==> src/vmem_consts.svh <==
// Field widths and map depths of the virtual memory map, included by the package and RTL.
`ifndef VMEM_CONSTS_SVH
`define VMEM_CONSTS_SVH

// Virtual address fields, high to low.
`define VMEM_SECTION_BITS 5
`define VMEM_PAGE_BITS 10
`define VMEM_OFFSET_BITS 8

// Page map entry fields.
`define VMEM_FRAME_BITS 14
`define VMEM_STATUS_BITS 8
`define VMEM_ENTRY_BITS 24

// High frame bits held in a section entry.
`define VMEM_SECTION_FRAME_BITS 4

// Map depths.
`define VMEM_SECTION_DEPTH (1 << `VMEM_SECTION_BITS)
`define VMEM_PAGE_DEPTH (1 << `VMEM_PAGE_BITS)

`endif

==> src/vmem_pkg.sv <==
// Types shared by the address translation RTL; import into a module body where used.
`default_nettype none

`include "vmem_consts.svh"

package vmem_pkg;

   typedef logic [`VMEM_SECTION_BITS-1:0] section_index_t;
   typedef logic [`VMEM_PAGE_BITS-1:0] page_index_t;
   typedef logic [`VMEM_OFFSET_BITS-1:0] offset_t;
   typedef logic [`VMEM_FRAME_BITS-1:0] frame_t;
   typedef logic [`VMEM_SECTION_FRAME_BITS-1:0] section_frame_t;
   typedef logic [`VMEM_STATUS_BITS-1:0] status_t;

   // Whatever the entry leaves after frame and status is the access code.
   typedef logic [`VMEM_ENTRY_BITS-`VMEM_FRAME_BITS-`VMEM_STATUS_BITS-1:0] access_t;

   typedef enum logic [1:0]
   {
      fault_none,
      fault_section,
      fault_page,
      fault_write
   } fault_t;

   typedef struct packed
   {
      section_index_t section;
      page_index_t page;
      offset_t offset;
   } vaddr_t;

   typedef struct packed
   {
      section_frame_t section_frame;
      frame_t page_frame;
      offset_t offset;
   } paddr_t;

   typedef struct packed
   {
      status_t status;
      access_t access;
      frame_t frame;
   } page_entry_t;

   typedef struct packed
   {
      logic valid;
      section_frame_t frame_hi;
   } section_entry_t;

   typedef struct packed
   {
      vaddr_t vaddr;
      logic write;
   } xlate_req_t;

   typedef struct packed
   {
      paddr_t paddr;
      status_t status;
      fault_t fault;
   } xlate_rsp_t;

   // A section load uses only the low bits of index and entry.
   typedef struct packed
   {
      logic to_section;
      page_index_t index;
      page_entry_t entry;
   } map_load_t;

endpackage

`default_nettype wire

==> src/section_map.sv <==
// Section map register file with a registered read matching the page map latency.
`timescale 1ns/1ps
`default_nettype none

`include "vmem_consts.svh"

module section_map
(
   input  logic                     clk_a,
   input  logic                     reset,
   input  logic                     rd_en,
   input  vmem_pkg::section_index_t rd_index,
   output vmem_pkg::section_entry_t rd_entry,
   input  logic                     wr_en,
   input  vmem_pkg::section_index_t wr_index,
   input  vmem_pkg::section_entry_t wr_entry
);

   import vmem_pkg::*;

   localparam int depth = `VMEM_SECTION_DEPTH;

   logic [depth-1:0] valid;
   section_frame_t frame_hi [0:depth-1];
   section_entry_t rd_q;

   // Untouched sections stay invalid and fault.
   always_ff @(posedge clk_a)
   begin
      if (reset)
      begin
         valid <= '0;
      end
      else if (wr_en)
      begin
         valid[wr_index] <= wr_entry.valid;
      end
   end

   always_ff @(posedge clk_a)
   begin
      if (wr_en)
      begin
         frame_hi[wr_index] <= wr_entry.frame_hi;
      end
   end

   always_ff @(posedge clk_a)
   begin
      if (reset)
      begin
         rd_q <= '0;
      end
      else if (rd_en)
      begin
         rd_q.valid <= valid[rd_index];
         rd_q.frame_hi <= frame_hi[rd_index];
      end
   end

   assign rd_entry = rd_q;

   // Arbitration upstream keeps lookups and loads apart.
   a_no_rd_wr : assert property (
      @(posedge clk_a) disable iff (reset)
      !(rd_en && wr_en)
   );

endmodule

`default_nettype wire

==> config.mk <==
export PLATFORM = sky130hd
export DESIGN_NAME = section_map
export DESIGN_NICKNAME = d
export VERILOG_FILES = /design/src/vmem_pkg.sv /design/src/section_map.sv
export VERILOG_INCLUDE_DIRS = /design/src /design/src/src
export SDC_FILE = /design/constraint.sdc
export NUM_CORES = 1
export LEC_CHECK = 0
export BUFFER_PORTS_ARGS = -buffer_cell sky130_fd_sc_hd__buf_2
export CORE_MARGIN = 8
export CORE_UTILIZATION = 48
export CTS_BUF_LIST = sky130_fd_sc_hd__clkbuf_8
export CTS_CLUSTER_SIZE = 16
export DETAILED_ROUTE_END_ITERATION = 16
export GPL_TIMING_DRIVEN = 1
export PLACE_DENSITY = 0.67
export SKIP_CTS_REPAIR_TIMING = 1
export SYNTH_ARGS = -nofsm -noshare
export SYNTH_HDL_FRONTEND = slang
export SYNTH_SLANG_ARGS = --single-unit
==> constraint.sdc <==
create_clock -name clk_a -period 2.1 [get_ports clk_a]
set_input_delay 0.315 -clock clk_a [delete_from_list [all_inputs] [get_ports clk_a]]
set_output_delay 0.315 -clock clk_a [all_outputs]
set_load 0.02 [all_outputs]
# After elaboration in Yosys (flattened, before gate mapping)
# Memories as Yosys holds them, arrays and structs flattened. A register that Yosys moved wholly into a read port is not among the register bits.
# Cells that the tools add are included.
# W data, S select, Z words.
# word_totals
regBits	33
mem_bits_rw	128
in_bits	19
out_inout_bits	5
elab_cells	14
mem_count	1
# mem_list
name	words	width	rd	rd_ports_with_merged_regs	write_ports	line_no	source
frame_hi	32	4	1	1	1	section_map.sv:24	section_frame_t frame_hi [0:depth-1];
# op_classes
n_lt_le_gt_ge	3
muxes	7
reduce_logical	1
# op_table
operator	n
$bwmux W32	1
$lt A5 B6 Y1 const B	2
$bmux W1 S5	1
$demux W1 S5	1
$ge A5 B1 Y1 const B	1
$mux W1	4
$logic_and A1 B1 Y1	1

# Longest topological paths before layout
# depth
ltp_word	5
mapped_depth	7
ltp_nobuf	5

# Least setup slack after synthesis
# OpenSTA, ideal clock, no wires.
# synth_timing
path_kind	input-to-reg
from	in rd_index[0]
to	reg, netlist name rd_entry[0]
setup_time_ns	0.080
arrival_time_ns	1.666
required_time_ns	2.020
path_slack_ns	0.354
path_stages	7
path_buffers	2
cell_sequence	buf_6 > buf_12 > mux2i_1 > a22oi_1 > a21oi_1 > or4_1 > a211oi_2
# synth_rtl
element	line_no	source
from (decl)	section_map.sv:12	input vmem_pkg::section_index_t rd_index,

==> results_dict.tcl <==
set metrics [dict create \
    htree_levels 4 \
    avgRoutedWirePerCell_um 20.91 \
    fp.dieH_um 135.1 \
    setup_viol 0 \
    grt_pass1_wl_um 23510 \
    synth_ff_type "edfxtp_1" \
    ys_ff_latch 165 \
    synth_most_common_cell "edfxtp_1" \
    path_class "reg2reg" \
    path_delay_family "compound AO/OA/AOI/OAI gates" \
    dp_cells 694 \
    drive_gt1_frac 0.1484 \
    worst_slew_pin_slew_ns 0.6657 \
    critPathArrivalTime_ns 2.02 \
    fin_skew_ns 0.01012 \
    clock_sinks 165 \
    die_area_um2 18240 \
    hold_violations 0 \
    worstPathCellList "mux2i_1 > a22oi_1 > a21oi_1 > or4_1 > a211oi_2" \
    grt_use_total 0.1726 \
    yosys_warnings 0 \
    crit_path_start_kind "flop" \
    final_nets 552 \
    period_minus_slack_ns 1.652 \
    firstDrtPassIters 5 \
    gp_congestion 0.7957 \
    syn_area_um2 6805 \
    via_per_inst 5.846 \
    yosysTopAreaCell "edfxtp_1" \
    synthTopCellsByCount "edfxtp_1, mux2i_1, a21oi_1" \
    synthDistinctLibCells 24 \
    rows 43 \
    dp_hpwl_um 9735 \
    fin_hold_ws_ns 0.2442 \
    drc_errors 0 \
    p_per_area_nw_per_um2 824.2 \
    core_um2 13880 \
    portBuffers 23 \
    cts_buffer_depth 2 \
    ios 24 \
    cp-end-kind "flop" \
    netlist.area_leader.share 0.5648 \
    timing.final.ws_setup_ns 0.4476 \
    fmax_mhz 605.2 \
    drv_slew 0 \
    post-route-util 0.5429 \
    cts_buffers 17 \
    rsz0062_at_grt "false" \
    finalCritPeriodShare 0.7869 \
    hold_class "in2reg" \
    final_cell_area_um2 7536 \
    power_mw 6.211 \
    drtIter0Drc 424 \
    areaGrowthSynthToFinish_pct 10.74 \
    wirelength_um 15180 \
    insertion_delay_ns 0.45 \
    ys_seq_area_frac 0.6737 \
    dpl_cell_area_um2 7147 \
    critical_path.max_stage_delay_ns 0.55 \
    cpMaxStageDelayCell "or4_1" \
    diodes 0 \
    start_util 0.4903 \
    status "completed" \
    synthArstFlopShare 0 \
    syn_nets 521 \
    grt_overflow 0 \
    vias 4244 \
    grt_max_degree 38 \
    antenna_found_initial 0 \
    power_leakage_nw 2.605 \
    worst-path-buf-inv 0 \
    path_max_fanout 1 \
    drv_cap 0 \
    ys_top_cells_by_area "edfxtp_1, mux2i_1, dfxtp_1" \
    dpl_worst_slack_ns 0.03482 \
    final_cells 726 \
    cp.required_ns 2.47 \
    cts_root_buf "clkbuf_8" \
    cts_tree "built" \
    synth_cells 502 \
    fin_tns_setup_ns 0 \
    ant_nets 0 \
    ir_worst_vdd_mv 0.7796 \
    syn-mean-instance-area_um2 13.56 \
    max-slew-margin-rel 0.5562 \
    chipWidth_um 135.1 \
    synth_edf_count 128 \
    grt_pass1_vias 4120 \
    path_clk_slew_ns 0.09 \
]
worst reg2reg max path: stages, from the launching register on:
cell,delay (ns)
edfxtp_1,0.33
mux2i_1,0.07
a22oi_1,0.26
a21oi_1,0.13
or4_1,0.55
a211oi_2,0.23
layout make-up:
cell class | instances | area [um2]
fill | 1171 | 6345
sequential | 165 | 4584
multi-input combinational | 305 | 2012
timing repair buffer | 44 | 325.3
clock buffer | 17 | 234.0
tap | 180 | 225.2
clock inverter | 15 | 155.1
sequential cells by signal, summed over array words and instances, names as in the netlist:
signal    cells
valid        32
frame_hi    128
rd_entry      5
power by group:
part / total, mW / internal [mW] / switching [mW] / leakage [nW]
registers: 3.57 / 3.55 / 0.0166 / 1.45
logic: 0.432 / 0.148 / 0.284 / 0.958
clock network: 2.21 / 1.06 / 1.15 / 0.194
total: 6.21 / 4.76 / 1.45 / 2.61
worst paths after layout:
kind / startpoint / to / slack [ns] / cells past startpoint
setup / recovery: frame_hi[29][2]$_DFFE_PP_ / rd_entry[2]$_SDFFE_PP0P_ / 0.45 / 5
hold / removal: rd_en / rd_entry[3]$_SDFFE_PP0P_ / 0.24 / 2
setup reg to reg: frame_hi[29][2]$_DFFE_PP_ / rd_entry[2]$_SDFFE_PP0P_ / 0.45 / 5
hold reg to reg: valid[24]$_SDFFE_PP0P_ / valid[24]$_SDFFE_PP0P_ / 0.48 / 2
per-layer routing:
metal | vias to the layer above | global-route usage | wire, um
li1 | 1965 | - | -
met5 | - | 0 | 0
met4 | 0 | 0.06971 | 219
met1 | 2120 | 0.2366 | 6760
met2 | 141 | 0.2654 | 7311
met3 | 18 | 0.03120 | 888
cells by family (layout without fill, tap and decap cells):
family	count (synthesis)	after routing	share of synthesized area
compound gates	129	129	0.1151
buf+inv	32	76	0.03071
flops	165	165	0.6737
mux	80	80	0.1177
simple gates	96	96	0.06288
layout by cell type, fill, tap and decap left out:
| master | instances |
|---|---|
| and2_1 | 1 |
| buf_2 | 22 |
| clkinv_1 | 1 |
| bufinv_16 | 2 |
| a21oi_1 | 52 |
| clkbuf_8 | 17 |
| or2_2 | 1 |
| inv_6 | 3 |
| o21ai_0 | 32 |
| edfxtp_1 | 128 |
| or4_1 | 5 |
| nor2_1 | 40 |
| nor2b_1 | 2 |
| nand3_1 | 2 |
| or3_1 | 1 |
| a211oi_2 | 5 |
| mux2i_1 | 80 |
| dfxtp_1 | 37 |
| buf_12 | 4 |
| nand2b_1 | 2 |
| clkinv_4 | 4 |
| nand3b_1 | 5 |
| nand2_1 | 35 |
| or3b_1 | 2 |
| buf_4 | 18 |
| clkinv_2 | 3 |
| a22oi_1 | 40 |
| clkinvlp_4 | 2 |
Note: power is estimated with default switching activity, not from simulation.
