`config.mk`:
```
export PLATFORM = sky130hd
export DESIGN_NAME = xlate_combine
export DESIGN_NICKNAME = d
export VERILOG_FILES = /design/src/vmem_pkg.sv /design/src/xlate_combine.sv
export VERILOG_INCLUDE_DIRS = /design/src /design/src/src
export SDC_FILE = /design/constraint.sdc
export NUM_CORES = 1
export LEC_CHECK = 0
export BUFFER_PORTS_ARGS = -buffer_cell sky130_fd_sc_hd__clkbuf_2
export CORE_MARGIN = 2
export CORE_UTILIZATION = 51
export DETAILED_ROUTE_END_ITERATION = 7
export MAX_ROUTING_LAYER = met4
export PLACE_DENSITY_LB_ADDON = 0.12
export SLEW_MARGIN = 15
export SYNTH_ARGS = -nofsm -noshare
export SYNTH_HDL_FRONTEND = slang
export SYNTH_SLANG_ARGS = --single-unit
```
`constraint.sdc`:
```
create_clock -name clk_a -period 4.03 [get_ports clk_a]
set_clock_uncertainty 0.15 [all_clocks]
set_input_delay 0.806 -clock clk_a [delete_from_list [all_inputs] [get_ports clk_a]]
set_output_delay 0.806 -clock clk_a [all_outputs]
set_load 0.05 [all_outputs]
```
`src/vmem_consts.svh`:
```
// Field widths and map depths of the virtual memory map, included by the package and RTL.
`ifndef VMEM_CONSTS_SVH
`define VMEM_CONSTS_SVH

// Virtual address fields, high to low.
`define VMEM_SECTION_BITS 5
`define VMEM_PAGE_BITS 10
`define VMEM_OFFSET_BITS 8

// Page map entry fields.
`define VMEM_FRAME_BITS 14
`define VMEM_STATUS_BITS 8
`define VMEM_ENTRY_BITS 24

// High frame bits held in a section entry.
`define VMEM_SECTION_FRAME_BITS 4

// Map depths.
`define VMEM_SECTION_DEPTH (1 << `VMEM_SECTION_BITS)
`define VMEM_PAGE_DEPTH (1 << `VMEM_PAGE_BITS)

`endif

```
`src/vmem_pkg.sv`:
```
// Types shared by the address translation RTL; import into a module body where used.
`default_nettype none

`include "vmem_consts.svh"

package vmem_pkg;

   typedef logic [`VMEM_SECTION_BITS-1:0] section_index_t;
   typedef logic [`VMEM_PAGE_BITS-1:0] page_index_t;
   typedef logic [`VMEM_OFFSET_BITS-1:0] offset_t;
   typedef logic [`VMEM_FRAME_BITS-1:0] frame_t;
   typedef logic [`VMEM_SECTION_FRAME_BITS-1:0] section_frame_t;
   typedef logic [`VMEM_STATUS_BITS-1:0] status_t;

   // Whatever the entry leaves after frame and status is the access code.
   typedef logic [`VMEM_ENTRY_BITS-`VMEM_FRAME_BITS-`VMEM_STATUS_BITS-1:0] access_t;

   typedef enum logic [1:0]
   {
      fault_none,
      fault_section,
      fault_page,
      fault_write
   } fault_t;

   typedef struct packed
   {
      section_index_t section;
      page_index_t page;
      offset_t offset;
   } vaddr_t;

   typedef struct packed
   {
      section_frame_t section_frame;
      frame_t page_frame;
      offset_t offset;
   } paddr_t;

   typedef struct packed
   {
      status_t status;
      access_t access;
      frame_t frame;
   } page_entry_t;

   typedef struct packed
   {
      logic valid;
      section_frame_t frame_hi;
   } section_entry_t;

   typedef struct packed
   {
      vaddr_t vaddr;
      logic write;
   } xlate_req_t;

   typedef struct packed
   {
      paddr_t paddr;
      status_t status;
      fault_t fault;
   } xlate_rsp_t;

   // A section load uses only the low bits of index and entry.
   typedef struct packed
   {
      logic to_section;
      page_index_t index;
      page_entry_t entry;
   } map_load_t;

endpackage

`default_nettype wire

```
`src/xlate_combine.sv`:
```
// Request and load arbitration, lookup merge and the two-entry response buffer.
`timescale 1ns/1ps
`default_nettype none

module xlate_combine
(
   input  logic                     clk_a,
   input  logic                     reset,
   input  logic                     req_valid,
   input  vmem_pkg::xlate_req_t     req,
   output logic                     req_ready,
   input  logic                     load_valid,
   input  vmem_pkg::map_load_t      load,
   output logic                     load_ready,
   output logic                     lookup_en,
   output logic                     page_wren,
   output logic                     section_wren,
   input  vmem_pkg::page_entry_t    page_entry,
   input  vmem_pkg::section_entry_t section_entry,
   output logic                     rsp_valid,
   output vmem_pkg::xlate_rsp_t     rsp,
   input  logic                     rsp_ready
);

   import vmem_pkg::*;

   logic inflight;
   offset_t pend_offset;
   logic pend_write;

   xlate_rsp_t merged;
   xlate_rsp_t rsp_buf [0:1];
   logic wr_ptr;
   logic rd_ptr;
   logic [1:0] count;

   logic rsp_fire;
   logic load_fire;

   assign rsp_fire = rsp_valid && rsp_ready;

   // One slot per in-flight lookup or buffered response; a pop frees one.
   assign req_ready = ((2'(inflight) + count) < 2'd2) || rsp_fire;
   assign lookup_en = req_valid && req_ready;

   // Lookups win; a load waits for a cycle with no accepted request.
   assign load_ready = !lookup_en;
   assign load_fire = load_valid && load_ready;
   assign page_wren = load_fire && !load.to_section;
   assign section_wren = load_fire && load.to_section;

   always_ff @(posedge clk_a)
   begin
      if (lookup_en)
      begin
         pend_offset <= req.vaddr.offset;
         pend_write <= req.write;
      end
   end

   always_comb
   begin
      merged.paddr.section_frame = section_entry.frame_hi;
      merged.paddr.page_frame = page_entry.frame;
      merged.paddr.offset = pend_offset;
      merged.status = page_entry.status;
      // Access 00 is no access, 01 read only, 1x read and write.
      if (!section_entry.valid)
         merged.fault = fault_section;
      else if (page_entry.access == 2'b00)
         merged.fault = fault_page;
      else if (pend_write && page_entry.access == 2'b01)
         merged.fault = fault_write;
      else
         merged.fault = fault_none;
   end

   always_ff @(posedge clk_a)
   begin
      if (inflight)
      begin
         rsp_buf[wr_ptr] <= merged;
      end
   end

   always_ff @(posedge clk_a)
   begin
      if (reset)
      begin
         inflight <= 1'b0;
         wr_ptr <= 1'b0;
         rd_ptr <= 1'b0;
         count <= 2'd0;
      end
      else
      begin
         inflight <= lookup_en;
         if (inflight)
            wr_ptr <= !wr_ptr;
         if (rsp_fire)
            rd_ptr <= !rd_ptr;
         count <= count + 2'(inflight) - 2'(rsp_fire);
      end
   end

   assign rsp_valid = (count != 2'd0);
   assign rsp = rsp_buf[rd_ptr];

   // A returning lookup always finds room.
   a_no_overflow : assert property (
      @(posedge clk_a) disable iff (reset)
      inflight |-> (count < 2'd2 || rsp_fire)
   );

   a_rsp_stable : assert property (
      @(posedge clk_a) disable iff (reset)
      (rsp_valid && !rsp_ready) |=> (rsp_valid && $stable(rsp))
   );

endmodule

`default_nettype wire

```
# Yosys cells after proc, flatten, opt, wreduce, memory -nomap -nowiden
# Memory sizes are Yosys's and may differ from the RTL's. A register that Yosys moved wholly into a read port is not among the register bits.
# Index checks and enable logic that the tools add are counted.
# totals
wordCells	31
ram_bits	72
out_inout_bits	42
reg_bits	14
n_memories	1
# mem_list
name	words	word_bits	rd	rd_clocked_by_memory_dff	write_ports	line_no	text
rsp_buf	2	36	1	1	1	xlate_combine.sv:32	xlate_rsp_t rsp_buf [0:1];
# classes
eq_ne	1
n_mux	7
reduce_logical	13
n_lt_le_gt_ge	1
n_addsub	2
# op_table
cell	count
$logic_and A1 B1 Y1	6
$mux W2	3
$logic_not A1 Y1	4
$mux W1	4
$add A2 B1 Y2	1
$eq A2 B1 Y1 const B	1
$logic_not A2 Y1	1
$lt A2 B2 Y1 const B	1
$reduce_bool A2 Y1	1
$sub A2 B1 Y2	1
$logic_or A1 B1 Y1	1

# Longest topological paths before layout
# Gate-level depths: netlist (run 1).
# logic_depth
depth_word	7
depth_mapped	6
ltp_nobuf	6

# Least setup slack after synthesis (run 1)
# Ideal clock, no wire load.
# synth_timing
path_type	input -> output
from	in rsp_ready
to	out section_wren
arrival_ps	3007
required_time_ps	3074
n_path_buf	0
cell_stages	4
setup_slack_ps	67
path_cell_list	nand2_1 > a311oi_2 > inv_2 > and3_1
# synth_between
elab_chain_len	6
# synth_rtl
element	line_no	text
from (decl)	xlate_combine.sv:22	input logic rsp_ready
$logic_and A1 B1 Y1	xlate_combine.sv:40	assign rsp_fire = rsp_valid && rsp_ready;
$logic_or A1 B1 Y1	xlate_combine.sv:43	assign req_ready = ((2'(inflight) + count) < 2'd2) || rsp_fire;
$logic_and A1 B1 Y1	xlate_combine.sv:44	assign lookup_en = req_valid && req_ready;
net lookup_en	xlate_combine.sv:15	output logic lookup_en,
$logic_not A1 Y1	xlate_combine.sv:47	assign load_ready = !lookup_en;
net load_ready	xlate_combine.sv:14	output logic load_ready,
$logic_and A1 B1 Y1	xlate_combine.sv:48	assign load_fire = load_valid && load_ready;
$logic_and A1 B1 Y1	xlate_combine.sv:50	assign section_wren = load_fire && load.to_section;
to (decl)	xlate_combine.sv:17	output logic section_wren,
# The timed path passes the listed nets, and every way through them passes these cells.

# Worst setup path in the final report (run 1)
# layout_timing
from	reg inflight
to	out lookup_en
# layout_between
elab_chain_len	4
# layout_rtl
element	line_no	text
from (decl)	xlate_combine.sv:27	logic inflight;
from (signal assigned)	xlate_combine.sv:97	inflight <= lookup_en;
$add A2 B1 Y2	xlate_combine.sv:43	
$lt A2 B2 Y1	xlate_combine.sv:43	
$logic_or A1 B1 Y1	xlate_combine.sv:43	
$logic_and A1 B1 Y1	xlate_combine.sv:44	
to (decl)	xlate_combine.sv:15	
# No other way between the ends.

==> results of run 1 <==
-- cell usage after synthesis, drive strengths merged --
cell type / number / share of area
dfxtp: 6 / 0.038
inv: 4 / 0.0047
nor2b: 2 / 0.0039
and3: 1 / 0.0020
nand2: 2 / 0.0024
a31oi: 1 / 0.0020
xnor2: 4 / 0.011
nor3b: 3 / 0.0071
mux2: 36 / 0.13
ha: 2 / 0.0079
or2: 1 / 0.0020
o21ai: 1 / 0.0016
edfxtp: 81 / 0.77
nor2: 6 / 0.0071
o21a: 1 / 0.0024
a311oi: 1 / 0.0047
and2: 1 / 0.0020
buf: 4 / 0.0063
-- layer usage --
| layer | track usage | up-vias | part of all wire |
|---|---|---|---|
| li1 | - | 784 | - |
| met1 | 0.1848 | 775 | 0.43 |
| met2 | 0.2522 | 55 | 0.50 |
| met3 | 0.03479 | 13 | 0.050 |
| met4 | 0.08495 | 0 | 0.022 |
| met5 | - | - | 0 |
-- through the flow --
step             util  instance area [µm²]
6_report       0.6485                 3862
5_1_grt        0.6485                 3862
4_1_cts        0.6485                 3862
3_5_place_dp   0.6191                 3687
3_3_place_gp   0.6191                 3687
2_1_floorplan       -                 3171
-- critical path, stage by stage, from the launching register on --
cell	delay (ns)
dfxtp_1	0.39
ha_1	0.27
nor3b_1	0.10
a311oi_2	0.66
buf_4	0.27
clkbuf_2	0.28
-- state kept, by name, summed over array words and instances, names as in the netlist, named ones only --
register,count
inflight,1
count,2
wr_ptr,1
pend_offset,8
rsp_buf,72
rd_ptr,1
pend_write,1
-- kinds of logic after synthesis --
kind of cell | after synthesis | share of synthesized area
flip-flops | 87 | 0.8051
multiplexers | 36 | 0.1279
AND/OR/NAND/NOR | 16 | 0.02644
buffers and inverters | 8 | 0.01105
AO/OA/AOI/OAI | 4 | 0.01065
XOR/XNOR | 4 | 0.01105
adder cells (fa/ha/maj) | 2 | 0.007891
-- worst min path at each step --
stage / to
final: rsp_buf[0][10]
after global routing: rsp_buf[0][16]
after CTS: rsp_buf[1][16]
after detailed placement: rsp_buf[1][10]
after global placement: rsp_buf[0][12]
after floorplan: rsp_buf[0][10]
-- placed cells by master (no fill, tap or decap) --
cell | Yosys | final
nor2b_4 | 0 | 1
clkinv_1 | 0 | 1
clkinv_2 | 0 | 2
ha_1 | 2 | 2
a31oi_1 | 1 | 1
dfxtp_1 | 6 | 5
nor2_1 | 6 | 6
mux2_2 | 36 | 36
nor3b_1 | 3 | 3
inv_2 | 1 | 1
o21ai_0 | 1 | 1
clkbuf_8 | 0 | 9
xnor2_1 | 4 | 4
nor2b_1 | 2 | 1
dfxtp_2 | 0 | 1
nand2_1 | 2 | 2
clkinvlp_4 | 0 | 1
bufinv_16 | 0 | 1
edfxtp_1 | 81 | 81
inv_1 | 3 | 3
buf_4 | 0 | 1
a311oi_2 | 1 | 1
clkbuf_2 | 0 | 85
and2_2 | 0 | 1
and3_1 | 1 | 1
o21a_1 | 1 | 1
or2_2 | 1 | 1
-- power groups by stage --
| stage | registers (mW) | clock network (mW) | logic, mW |
|---|---|---|---|
| after floorplan | 1.14 | 0 | 0.755 |
| after global placement | 1.20 | 0 | 0.871 |
| after detailed placement | 1.21 | 0 | 0.877 |
| after CTS | 1.19 | 0.563 | 0.881 |
| after global routing | 1.20 | 0.597 | 0.913 |
| final | 1.18 | 0.553 | 0.872 |
-- final cells by class --
type	count	area, µm²
timing repair buffer	86	432.9
tap	75	93.84
sequential	87	2554
fill	447	2093
clock buffer	9	123.9
clock inverter	5	51.30
inverter	4	15.01
multi-input combinational	62	591.8
==> impl_metrics.py, run 1 <==
metrics = {
    "sta": {
        "slew_headroom": 0.2884,
        "setup-violations-final": 0,
        "finalHoldViolations": 0,
        "grt_setup_unrepaired": "no",
        "period_needed_ns": 3.279,
        "max_freq_mhz": 305.0,
        "hold_ws_ns": 0.3006,
        "setup_tns_ns": 0,
        "finalCritPeriodShare": 0.8135,
        "slew_viol_final": 0,
        "fin_ws_ns": 0.7515,
        "tightest_slew_ns": 1.065,
    },
    "die": {
        "start_util": 0.5324,
        "die_w_um": 82.85,
        "core_mm2": 0.005956,
        "rows": 28,
        "dieHeight_um": 82.85,
        "die_area_mm2": 0.006863,
        "ioPinCount": 135,
    },
    "setup_path": {
        "rr_startpoint": "inflight",
        "critical_path.endpoint": "lookup_en",
        "arrival_ns": 2.32,
        "cp-end-kind": "output pin",
        "timing.rr.end": "pend_offset[3]",
        "rrSetupSlack_ns": 1.89,
        "reg2reg_depth": 4,
        "start_kind": "register",
        "crit_path_max_fanout": 7,
        "crit_required_ns": 3.07,
        "crit_type": "reg2out",
        "startpoint": "inflight",
    },
    "placed_design": {
        "io_buffers": 85,
        "pre_cts_ws_ns": 0.8140,
        "place_inst": 314,
        "dp_hpwl_um": 3154,
        "place_congestion": 0.7138,
    },
    "final_layout": {
        "diodes": 0,
        "num-nets-final": 345,
        "drive_gt1_frac": 0.5573,
        "synthToLayoutAreaGrowth_pct": 21.82,
        "stdcell_count": 328,
    },
    "clocking": {
        "clkSinkCount": 87,
        "cts.path.max_buffers": 2,
        "postCtsSetupRepairBufs": 0,
        "cts_buffers": 9,
        "htreeDepth": 3,
        "cts_resized": 0,
        "tritoncts": "built",
        "hold_buffers": 0,
        "clkLatencyLatePin_ns": 0.34,
        "clockRootBuffer": "clkbuf_8",
        "cts.clk_slew.worst_paths_ns": 0.08,
    },
    "power": {
        "combPwrFrac": 0.334,
        "vdd_drop_max_mv": 0.3956,
        "swShare": 0.3736,
        "power_mw": 2.606,
        "p_switching_mw": 0.9736,
        "p_per_area_mw_per_mm2": 674.8,
        "power.internal_mw": 1.633,
        "power_leakage_nw": 1.461,
        "p_seq_frac": 0.453,
        "power.share.clock": 0.212,
    },
    "synth": {
        "avgSynthCellArea_um2": 20.19,
        "ys_warn_count": 0,
        "ys_ff_latch": 87,
        "yosysUniqueCellTypes": 19,
        "seq_area_frac_synth": 0.8051,
        "synth_area_mm2": 0.003171,
        "netlist_instances": 157,
        "syn_nets": 252,
    },
    "worst_hold_path": {
        "hold_depth": 0,
        "hold_start": "pend_offset[0]",
        "hold_path.class": "reg2reg",
    },
    "drt": {
        "viasPerCell": 4.960,
        "routedWlPerCell_um": 15.15,
        "drt_iter0_markers": 65,
        "num_vias": 1627,
        "drc": 0,
        "drtAntennaViolNets": 0,
        "dr.pass1.iters": 4,
        "totalWireLength_um": 4970,
    },
    "global_routing": {
        "track_usage": 0.1567,
        "grt_first_pass_wirelength_um": 8004,
        "antenna_found_initial": 0,
        "grt_pass1_vias": 1692,
        "grt_max_degree": 37,
        "gr-total-overflow": 0,
    },
    "outcome": {
        "outcome": "finished, final reports clean",
    },
    "run": {
        "maxCapViolations": 0,
    },
}
Note: power is estimated with default switching activity, not from simulation.
==> run 2: changes to the inputs <==
- CORE_UTILIZATION: 51 -> 42
- clock period: 4.03 -> 2.9 ns (I/O delays scaled with it)
==> impl_metrics.py, run 2 (synthesized netlist as in run 1, its figures left out) <==
metrics = {
    "outcome": {
        "outcome": "finished, final reports clean",
    },
    "clocking": {
        "cts.path.max_buffers": 2,
        "htreeDepth": 3,
        "cts_buffers": 9,
        "cts.clk_slew.worst_paths_ns": 0.08,
        "clkLatencyLatePin_ns": 0.33,
        "cts_resized": 0,
        "tritoncts": "built",
        "clkSinkCount": 87,
        "clockRootBuffer": "clkbuf_8",
    },
    "power": {
        "p_per_area_mw_per_mm2": 936.1,
        "power.share.clock": 0.229,
        "combPwrFrac": 0.353,
        "power.internal_mw": 2.383,
        "power_leakage_nw": 1.515,
        "p_seq_frac": 0.418,
        "swShare": 0.3617,
        "p_switching_mw": 1.350,
        "vdd_drop_max_mv": 0.6426,
    },
    "final_layout": {
        "synthToLayoutAreaGrowth_pct": 25.77,
        "largest_reg_flops": 72,
        "drive_gt1_frac": 0.5709,
        "num-nets-final": 352,
        "layout_common_cells": "clkbuf_2, edfxtp_1, mux2_2",
        "diodes": 0,
        "reg_top3": "rsp_buf x72, pend_offset x8, count x2",
        "final_common_cell": "clkbuf_2",
        "top_register": "rsp_buf",
    },
    "setup_path": {
        "slowest_stage": "nor3b_1",
        "arrival_ns": 1.99,
        "path_cells": "ha_1, nor3b_1, a311oi_4, inv_2, and3_1, clkbuf_2",
        "cpPeakStageDelay_ns": 0.42,
        "critPathTopFamily": "simple AND/OR/NAND/NOR gates",
        "cp-end-kind": "output pin",
        "critical_path_buf_inv_count": 2,
        "crit_required_ns": 2.17,
        "crit_path_max_fanout": 4,
        "crit_type": "reg2out",
        "start_kind": "register",
    },
    "drt": {
        "totalWireLength_um": 4918,
        "drt_iter0_markers": 46,
        "drtAntennaViolNets": 0,
        "dr.pass1.iters": 4,
        "viasPerCell": 4.572,
        "num_vias": 1646,
        "routedWlPerCell_um": 13.66,
        "drc": 0,
    },
    "sta": {
        "slew_headroom": 0.6704,
        "finalHoldViolations": 0,
        "max_freq_mhz": 367.8,
        "setup_tns_ns": 0,
        "slew_viol_final": 0,
        "finalCritPeriodShare": 0.9376,
        "period_needed_ns": 2.719,
        "setup-violations-final": 0,
        "hold_ws_ns": 0.2653,
        "tightest_slew_ns": 0.4945,
        "grt_setup_unrepaired": "no",
    },
    "placed_design": {
        "io_buffers": 85,
        "place_congestion": 0.7212,
        "dp_hpwl_um": 3223,
    },
    "worst_hold_path": {
        "hold_path.class": "in2reg",
    },
    "die": {
        "ioPinCount": 135,
        "die_area_mm2": 0.008260,
        "rows": 31,
        "core_mm2": 0.007292,
        "die_w_um": 90.89,
        "start_util": 0.4348,
        "dieHeight_um": 90.89,
    },
    "run": {
        "maxCapViolations": 0,
    },
    "global_routing": {
        "grt_pass1_vias": 1638,
        "gr-total-overflow": 0,
        "grt_max_degree": 37,
        "grt_first_pass_wirelength_um": 7907,
        "antenna_found_initial": 0,
        "track_usage": 0.1319,
    },
}
==> run 2: through the flow <==
| step | instances | util | cell area, µm² | setup WS [ns] | power (mW) |
|---|---|---|---|---|---|
| global placement | 342 | 0.5161 | 3764 | 0.3473 | 2.903 |
| detailed placement | 342 | 0.5161 | 3764 | 0.3360 | 2.914 |
| finish | 360 | 0.5468 | 3988 | 0.1808 | 3.733 |
| global route | 360 | 0.5468 | 3988 | 0.01800 | 3.903 |
| floorplan | 157 | - | 3187 | -0.2341 | 2.639 |
| CTS | 360 | 0.5468 | 3988 | 0.1319 | 3.784 |
==> run 2: worst reg2reg max path, cell delays in order (launching register included) <==
cell	delay (ns)
dfxtp_1	0.40
ha_1	0.30
nor3b_1	0.13
a311oi_4	0.31
buf_4	0.17
buf_4	0.13
==> run 2: area by class of cell <==
class / instances / area, µm²
clock buffers: 10 / 127.6
multi-input cells: 62 / 608.1
flip-flops and latches: 87 / 2554
well taps: 99 / 123.9
fillers: 644 / 3304
repair buffers: 93 / 485.5
clock inverters: 5 / 73.82
inverters: 4 / 15.01
==> run 2: final timing paths <==
check | from | cells past startpoint | slack [ns] | end
min reg2reg | pend_offset[2] | 0 | 0.30 | rsp_buf[0][12]
max | inflight | 6 | 0.18 | section_wren
max reg2reg | inflight | 5 | 1.03 | pend_offset[7]
min | req[5] | 1 | 0.27 | pend_offset[4]
==> run 2: power groups by stage <==
stage	combinational, mW	sequential (mW)	clock, mW
final	1.32	1.56	0.855
after global routing	1.39	1.58	0.933
after CTS	1.34	1.56	0.880
after detailed placement	1.32	1.59	0
after global placement	1.32	1.59	0
after floorplan	1.06	1.58	0
==> run 2: what timing repair did <==
action | in CTS | in global routing
setup buffers | 3 | 0
setup endpoints to repair | 1 | 0
hold buffers | 0 | 0
==> run 2: per-layer routing <==
metal	up-vias	wire, µm	global-route usage
met2	52	2370	0.2083
met4	0	54	0.04924
li1	799	-	-
met3	4	309	0.05760
met1	791	2184	0.1496
met5	-	0	-
